$ cat config.mk
export PLATFORM = sky130hd
export DESIGN_NAME = axi4s_mux
export DESIGN_NICKNAME = d
export VERILOG_FILES = /design/src/rtl/axi4s_pkg.sv /design/src/rtl/axi4s_mux.sv /design/src/rtl/axi4s_out_reg.sv /design/src/rtl/axi4s_skid_buffer.sv /design/src/rtl/arb_rr.sv
export SDC_FILE = /design/constraint.sdc
export NUM_CORES = 1
export LEC_CHECK = 0
export ABC_CLOCK_PERIOD_IN_PS = 13100
export BUFFER_PORTS_ARGS = -buffer_cell sky130_fd_sc_hd__buf_4
export CORE_ASPECT_RATIO = 2
export CORE_UTILIZATION = 60
export CTS_CLUSTER_SIZE = 28
export DETAILED_ROUTE_END_ITERATION = 8
export PLACE_DENSITY = 0.85
export SLEW_MARGIN = 20
export SYNTH_ARGS = -nofsm -noshare
export SYNTH_HDL_FRONTEND = slang
export SYNTH_SLANG_ARGS = --single-unit
$ cat constraint.sdc
create_clock -name aclk -period 13.1 [get_ports aclk]
set_input_delay 3.93 -clock aclk [delete_from_list [all_inputs] [get_ports aclk]]
set_output_delay 3.93 -clock aclk [all_outputs]
set_load 0.005 [all_outputs]
$ cat src/rtl/axi4s_pkg.sv
/*
 * Shared types and widths for the AXI4-Stream packet multiplexer.
 * RTL and testbench import this package for the beat layout and the arbiter
 * state encoding.
 */

`default_nettype none

package axi4s_pkg;

   // ------------------------------------------------------------------------
   // beat widths
   // ------------------------------------------------------------------------

   // bytes per beat; the beat struct below is sized from it.
   localparam int DATA_BYTE_WID = 4;

   // sideband widths, carried through without any routing.
   localparam int TID_WID   = 4;
   localparam int TDEST_WID = 4;
   localparam int TUSER_WID = 8;

   // upper bound on the number of ingress ports.
   localparam int N_MAX = 4;

   // ------------------------------------------------------------------------
   // beat type
   // ------------------------------------------------------------------------

   // one AXI4-Stream beat without its valid/ready handshake.
   // tdata is byte indexed, so tdata[0] is the first byte on the wire.
   typedef struct packed {
      logic [DATA_BYTE_WID-1:0][7:0] tdata;
      // one strobe per data byte.
      logic [DATA_BYTE_WID-1:0]      tkeep;
      // marks the final beat of a packet.
      logic                          tlast;
      // tid holds the source port in this design's traffic.
      logic [TID_WID-1:0]            tid;
      logic [TDEST_WID-1:0]          tdest;
      logic [TUSER_WID-1:0]          tuser;
   } axi4s_beat_t;

   // ------------------------------------------------------------------------
   // arbiter state
   // ------------------------------------------------------------------------

   // idle searches for a requester, locked holds the grant until the
   // last beat of the packet is acknowledged.
   typedef enum logic [0:0] {
      ARB_IDLE   = 1'b0,
      ARB_LOCKED = 1'b1
   } arb_state_t;

endpackage : axi4s_pkg

`default_nettype wire
$ cat src/rtl/axi4s_mux.sv
/*
 * AXI4-Stream packet multiplexer, the top level.
 * Merges N ingress streams onto one egress stream a whole packet at a time,
 * with round-robin arbitration that skips idle ports.
 */

`timescale 1ns/1ps
`default_nettype none

module axi4s_mux #(
   // number of ingress ports, 2 to N_MAX.
   parameter int N = 2
) (
   input  logic                    aclk,
   input  logic                    reset,
   input  logic [N-1:0]            in_valid,
   input  axi4s_pkg::axi4s_beat_t  in_beat [N],
   output logic [N-1:0]            in_ready,
   output logic                    out_valid,
   output axi4s_pkg::axi4s_beat_t  out_beat,
   input  logic                    out_ready
);
   import axi4s_pkg::*;

   // skid buffer outputs, one per ingress port.
   logic [N-1:0]         buf_valid;
   axi4s_beat_t          buf_beat [N];
   logic [N-1:0]         buf_ready;

   // arbiter handshake.
   logic [N-1:0]         req;
   logic [N-1:0]         ack;
   logic [N-1:0]         grant;
   logic [$clog2(N)-1:0] sel;

   // selected stream into the egress stage.
   logic                 mid_valid;
   axi4s_beat_t          mid_beat;
   logic                 mid_ready;

   // ------------------------------------------------------------------------
   // ingress buffers and arbiter handshake
   // ------------------------------------------------------------------------

   for (genvar g = 0; g < N; g++) begin : g_in
      axi4s_skid_buffer u_skid (
         .aclk       (aclk),
         .reset      (reset),
         .up_valid   (in_valid[g]),
         .up_beat    (in_beat[g]),
         .up_ready   (in_ready[g]),
         .down_valid (buf_valid[g]),
         .down_beat  (buf_beat[g]),
         .down_ready (buf_ready[g])
      );

      // a pending beat is a request.
      assign req[g] = buf_valid[g];

      // only the granted buffer sees egress ready.
      assign buf_ready[g] = grant[g] && mid_ready;

      // ack on the accepted last beat releases the grant.
      assign ack[g] = buf_valid[g] && buf_ready[g] && buf_beat[g].tlast;
   end : g_in

   arb_rr #(
      .N (N)
   ) u_arb_rr (
      .aclk  (aclk),
      .reset (reset),
      .req   (req),
      .ack   (ack),
      .grant (grant),
      .sel   (sel)
   );

   // ------------------------------------------------------------------------
   // selection mux and egress stage
   // ------------------------------------------------------------------------

   // valid is qualified by grant, so nothing leaks out between packets.
   assign mid_valid = |(buf_valid & grant);
   assign mid_beat  = buf_beat[sel];

   axi4s_out_reg u_out_reg (
      .aclk       (aclk),
      .reset      (reset),
      .up_valid   (mid_valid),
      .up_beat    (mid_beat),
      .up_ready   (mid_ready),
      .down_valid (out_valid),
      .down_beat  (out_beat),
      .down_ready (out_ready)
   );

endmodule : axi4s_mux

`default_nettype wire

$ cat src/rtl/axi4s_out_reg.sv
/*
 * Fully registered egress stage for one AXI4-Stream.
 * valid, data and ready all come from flops; a main and a skid register
 * give one cycle of latency and full throughput.
 */

`timescale 1ns/1ps
`default_nettype none

module axi4s_out_reg (
   input  logic                    aclk,
   input  logic                    reset,
   input  logic                    up_valid,
   input  axi4s_pkg::axi4s_beat_t  up_beat,
   output logic                    up_ready,
   output logic                    down_valid,
   output axi4s_pkg::axi4s_beat_t  down_beat,
   input  logic                    down_ready
);
   import axi4s_pkg::*;

   // main register drives the egress port directly.
   logic        main_valid;
   axi4s_beat_t main_beat;
   // skid register takes the beat accepted while main stalls.
   logic        skid_valid;
   axi4s_beat_t skid_beat;

   logic        in_fire;
   logic        main_load;
   logic        skid_valid_n;

   assign down_valid = main_valid;
   assign down_beat  = main_beat;

   assign in_fire = up_valid && up_ready;

   // main can take a new beat when empty or when it drains this cycle.
   assign main_load = !main_valid || down_ready;

   // ------------------------------------------------------------------------
   // control
   // ------------------------------------------------------------------------

   always_comb begin
      skid_valid_n = skid_valid;
      if (main_load) begin
         // the skid beat moves into main.
         skid_valid_n = 1'b0;
      end else if (in_fire) begin
         skid_valid_n = 1'b1;
      end
   end

   always_ff @(posedge aclk) begin
      if (reset) begin
         main_valid <= 1'b0;
         skid_valid <= 1'b0;
         up_ready   <= 1'b0;
      end else begin
         if (main_load) begin
            main_valid <= skid_valid || in_fire;
         end
         skid_valid <= skid_valid_n;
         // registered ready, low while the skid register is occupied.
         up_ready   <= !skid_valid_n;
      end
   end

   // ------------------------------------------------------------------------
   // payload
   // ------------------------------------------------------------------------

   always_ff @(posedge aclk) begin
      if (main_load) begin
         // the older skid beat goes out before any new one.
         main_beat <= skid_valid ? skid_beat : up_beat;
      end else if (in_fire) begin
         skid_beat <= up_beat;
      end
   end

endmodule : axi4s_out_reg

`default_nettype wire

$ cat src/rtl/axi4s_skid_buffer.sv
/*
 * Ingress skid buffer for one AXI4-Stream port.
 * Beats pass through with no latency while downstream is ready; up_ready
 * comes from a flop and one spare register catches the beat in flight.
 */

`timescale 1ns/1ps
`default_nettype none

module axi4s_skid_buffer (
   input  logic                    aclk,
   input  logic                    reset,
   input  logic                    up_valid,
   input  axi4s_pkg::axi4s_beat_t  up_beat,
   output logic                    up_ready,
   output logic                    down_valid,
   output axi4s_pkg::axi4s_beat_t  down_beat,
   input  logic                    down_ready
);
   import axi4s_pkg::*;

   // spare register, filled when downstream stalls under an accepted beat.
   logic        spare_valid;
   axi4s_beat_t spare_beat;

   logic        up_fire;
   logic        spare_valid_n;

   // upstream transfer this cycle.
   assign up_fire = up_valid && up_ready;

   // ------------------------------------------------------------------------
   // output side
   // ------------------------------------------------------------------------

   // the spare always drains first, it holds the older beat.
   // otherwise the accepted upstream beat passes straight through.
   assign down_valid = spare_valid || up_fire;
   assign down_beat  = spare_valid ? spare_beat : up_beat;

   // ------------------------------------------------------------------------
   // spare control
   // ------------------------------------------------------------------------

   always_comb begin
      if (spare_valid) begin
         // up_ready is low here, so only a drain can happen.
         spare_valid_n = !down_ready;
      end else begin
         // an accepted beat that downstream refuses goes to the spare.
         spare_valid_n = up_fire && !down_ready;
      end
   end

   always_ff @(posedge aclk) begin
      if (reset) begin
         spare_valid <= 1'b0;
         up_ready    <= 1'b0;
      end else begin
         spare_valid <= spare_valid_n;
         // ready only while the spare can take a stalled beat.
         up_ready    <= !spare_valid_n;
      end
   end

   // payload only, loaded with the beat that missed the downstream edge.
   always_ff @(posedge aclk) begin
      if (!spare_valid && up_fire && !down_ready) begin
         spare_beat <= up_beat;
      end
   end

endmodule : axi4s_skid_buffer

`default_nettype wire

$ cat src/rtl/arb_rr.sv
/*
 * Work-conserving round-robin arbiter with packet-long grants.
 * A port is granted when it requests and keeps the grant until its ack,
 * which the user raises on the accepted last beat of the packet.
 */

`timescale 1ns/1ps
`default_nettype none

module arb_rr #(
   parameter int N = 2
) (
   input  logic                 aclk,
   input  logic                 reset,
   input  logic [N-1:0]         req,
   input  logic [N-1:0]         ack,
   output logic [N-1:0]         grant,
   output logic [$clog2(N)-1:0] sel
);
   import axi4s_pkg::*;

   localparam int SEL_WID = $clog2(N);

   arb_state_t         state;
   // port served last; the search starts just after it.
   logic [SEL_WID-1:0] ptr;
   // port held while locked.
   logic [SEL_WID-1:0] sel_q;

   logic               pick_found;
   logic [SEL_WID-1:0] pick_sel;
   logic               grant_vld;

   // ------------------------------------------------------------------------
   // cyclic search
   // ------------------------------------------------------------------------

   // first requester after ptr in cyclic order.
   // idle ports are simply skipped, so no cycle is spent on them.
   always_comb begin
      pick_found = 1'b0;
      pick_sel   = ptr;
      for (int k = 1; k <= N; k++) begin
         if (!pick_found && req[(int'(ptr) + k) % N]) begin
            pick_found = 1'b1;
            pick_sel   = SEL_WID'((int'(ptr) + k) % N);
         end
      end
   end

   // ------------------------------------------------------------------------
   // grant and select
   // ------------------------------------------------------------------------

   // in idle the choice drives sel straight away, in locked the held port.
   always_comb begin
      if (state == ARB_LOCKED) begin
         sel       = sel_q;
         grant_vld = 1'b1;
      end else begin
         sel       = pick_sel;
         grant_vld = pick_found;
      end
      grant = '0;
      for (int i = 0; i < N; i++) begin
         if (grant_vld && sel == SEL_WID'(i)) begin
            grant[i] = 1'b1;
         end
      end
   end

   // ------------------------------------------------------------------------
   // state and pointer
   // ------------------------------------------------------------------------

   always_ff @(posedge aclk) begin
      if (reset) begin
         state <= ARB_IDLE;
         // port 0 wins the first search.
         ptr   <= SEL_WID'(N - 1);
         sel_q <= '0;
      end else begin
         unique case (state)
            ARB_IDLE: begin
               if (pick_found) begin
                  sel_q <= pick_sel;
                  // a one-beat packet may finish in the grant cycle.
                  if (ack[pick_sel]) begin
                     ptr <= pick_sel;
                  end else begin
                     state <= ARB_LOCKED;
                  end
               end
            end
            ARB_LOCKED: begin
               // release after the last beat, next cycle searches again.
               if (ack[sel_q]) begin
                  state <= ARB_IDLE;
                  ptr   <= sel_q;
               end
            end
         endcase
      end
   end

endmodule : arb_rr

`default_nettype wire

==> results by group <==
Synthesis
  – Mapped Nets: between 700 and 800
  – Yosys Warn Count: 0
  – Netlist Area Pre-Place: 9483 um^2
  – Post-Synth XOR/XNOR Area: 0
  – Post-synth EDFFs: 212
  – Sequential area share after synthesis: 0.6924
  – Simple-gate share of the synthesized area: 0.03140
  – Synth Area in Adders: 0
  – Syn Area/Cell: about 15 um^2
  – Synth Area in Compound Gates: 0.08180
  – Largest family of logic cells by synthesized area: multiplexers
  – Unique masters post-synth: 32
  – Post-Syn Instances: roughly 630
  – #FFs+latches synth: ~220
  – Ys flop type: edfxtp_1
  – Multiplexer area fraction after synthesis: 0.1678
  – Ys async rst share: 0

Drt
  – Antenna Nets Post-Route: 0
  – Vias post-DR: between 6000 and 7000
  – DRC Markers: 0
  – Pre-antenna DRT Iters: 5
  – Final WL: between 20 and 25 mm
  – Via density: around 6.3
  – Initial drt markers: 448
  – Routed WL per cell: approximately 22 um

Timing
  – RSZ-0062 raised after global routing: false
  – Tcrit/Tclk final: 0.4736
  – Final Max Slew Viols: 0
  – Final setup fails: 0
  – Hold slack: 593.3 ps
  – Final Hold Fails: 0
  – Worst Tran Pin Value: 1168 ps
  – F_max: ~160 MHz
  – Tmin final: just over 6000 ps
  – Worst clock skew: about 18 ps
  – Worst rel slew slack: 0.2216
  – Total negative slack: 0 ps

Global route
  – Vias in the first global route: roughly 6700
  – Largest net degree at the start of global routing: 59
  – First-pass GRT wire length: between 30 and 40 mm
  – Initial antenna violation count: 0
  – GRT Total Usage: 0.2725
  – Overflow after GRT: 0

Floorplan
  – Row count: between 60 and 70
  – Core area: 15370 um^2
  – Die ar.: approximately 16000 um^2
  – Die Ht: 179.8 um
  – Die X: slightly above 90 um
  – Num ports: ~170
  – Initial core utilization: 0.6168

Setup path
  – R2R Path End: u_out_reg.down_beat[37]
  – Critical path class: input pin to flip-flop
  – Crit path DAT: between 6000 and 7000 ps
  – CP endpoint: u_out_reg.down_beat[37]
  – Reg-to-reg startpoint: g_in[1].u_skid.spare_valid
  – Critical Path Start: in_valid[0]
  – Critical path peak fanout: 55
  – CP Data Required Time: roughly 13000 ps
  – Crit end category: flip-flop
  – Crit start category: input pin
  – R2R cell count: 5
  – Reg2Reg Setup Slack: roughly 9500 ps

Final layout
  – P&R area growth vs syn: 20.87%
  – Share of cells above drive strength 1: 0.2667
  – Nets@finish: 893
  – Most common cell after layout, fill and taps aside: edfxtp_1
  – Diode count: 0
  – Most frequent cells in the layout: 212 x edfxtp_1, 173 x buf_4, 159 x mux2i_1

Worst hold path
  – Worst hold path class: flip-flop to flip-flop
  – Worst hold path cell count: 1

Power and ir drop
  – Comb pwr share: 0.157
  – Sw Pwr: around 0.42 mW
  – P_leak: about 4.3 nW
  – Pwr Total: 1.742 mW
  – Pwr dens: approximately 150 nW/um^2
  – Clock share of power: 0.332
  – Sw Share: 0.2426
  – Worst VDD drop: 120.3 uV
  – Flop pwr share: 0.511
  – Pint: approximately 1.3 mW

Clocking
  – Hold_buf cts: 0
  – Postcts setup bufs: 0
  – Worst skew pair latency: about 500 ps
  – # resized after CTS: 0
  – H-tree depth: 1
  – CTS Buf Count: 20
  – Clk root buf: clkbuf_16
  – Clock-pin slew on the worst setup and hold paths: ~60 ps
  – CTS Sinks: between 200 and 250
  – TritonCTS clock tree: built
  – Clock buffer depth: 3

Placed design
  – Final Wtd Congestion: 0.8505
  – Port bufs: roughly 170
  – Dpl hpwl: 13.89 mm

Outcome
  – Status: completed

Flow run
  – MaxCap Viol Count: 0
## cells in the mapped netlist, drive strengths merged, types with 2 or more instances
master	count	share of area
a211oi	2	0.0016
a21oi	59	0.031
buf	30	0.019
clkbuf	15	0.0059
dfxtp	10	0.021
edfxtp	212	0.67
inv	4	0.0016
mux2i	159	0.17
nand2	59	0.023
nor2	5	0.0020
nor2b	3	0.0020
nor3	4	0.0021
o21ai	2	0.0011
o22ai	53	0.035
## worst min-delay path by stage
| stage | slack [ps] | startpoint | end |
|---|---|---|---|
| CTS | 580 | u_out_reg.skid_valid | u_out_reg.up_ready |
| finish | 590 | u_out_reg.skid_valid | u_out_reg.up_ready |
| detailed placement | 570 | u_out_reg.skid_valid | u_out_reg.up_ready |
| floorplan | 440 | u_out_reg.skid_valid | u_out_reg.up_ready |
| global route | 620 | u_out_reg.skid_valid | u_out_reg.up_ready |
| global placement | 530 | u_out_reg.skid_valid | u_out_reg.up_ready |
## per-layer routing
layer / GRT usage / wire length (um) / up-vias
li1: - / - / 2755
met1: 0.3135 / 7575 / 3047
met2: 0.4782 / 11850 / 396
met3: 0.04315 / 1746 / 88
met4: 0.1543 / 1099 / 0
met5: 0 / 0 / -
## power groups by stage
| stage | Sequential (mW) | Clock (mW) | Combinational [mW] |
|---|---|---|---|
| final | 0.890 | 0.579 | 0.274 |
| after global routing | 0.895 | 0.611 | 0.292 |
| after CTS | 0.890 | 0.586 | 0.272 |
| after detailed placement | 0.904 | 0 | 0.271 |
| after global placement | 0.903 | 0 | 0.255 |
| after floorplan | 0.891 | 0 | 0.154 |
## metrics by stage
| step | util | worst slack, ps | std cells | area [um^2] |
|---|---|---|---|---|
| after floorplan | - | 4560 | 632 | 9483 |
| after global placement | 0.7042 | 6616 | 958 | 10830 |
| after detailed placement | 0.7042 | 6438 | 958 | 10830 |
| after CTS | 0.7455 | 6942 | 993 | 11460 |
| after global routing | 0.7455 | 6798 | 993 | 11460 |
| final | 0.7455 | 6896 | 993 | 11460 |
## cells by family after synthesis
family,after synthesis
muxes,159
DFF,222
and+or+nand+nor,74
buffers and inverters,49
AOI/OAI and AO/OA,128
## worst max-delay path, cell delays in order
cell and delay (ps):
buf_4 120, a21o_1 230, a221oi_4 330, buf_4 560, o21a_2 1000, a21oi_1 200
## layout make-up
type	instances	area, um^2
Clock buffer	24	536.8
Clock inverter	11	98.84
Fill cell	973	3913
Inverter	4	15.01
Multi-Input combinational cell	361	2691
Sequential cell	222	6574
Tap cell	198	247.7
Timing Repair Buffer	173	1299
## flip-flops by register name, indices dropped and copies added (netlist names)
name	cells
g_in.u_skid.up_ready	2
u_out_reg.up_ready	1
g_in.u_skid.spare_valid	2
u_arb_rr.sel_q	1
u_out_reg.skid_valid	1
u_out_reg.skid_beat	53
u_arb_rr.ptr	1
g_in.u_skid.spare_beat	106
u_arb_rr.state	1
u_out_reg.down_valid	1
u_out_reg.down_beat	53
Note: power is estimated with default switching activity, not from simulation.
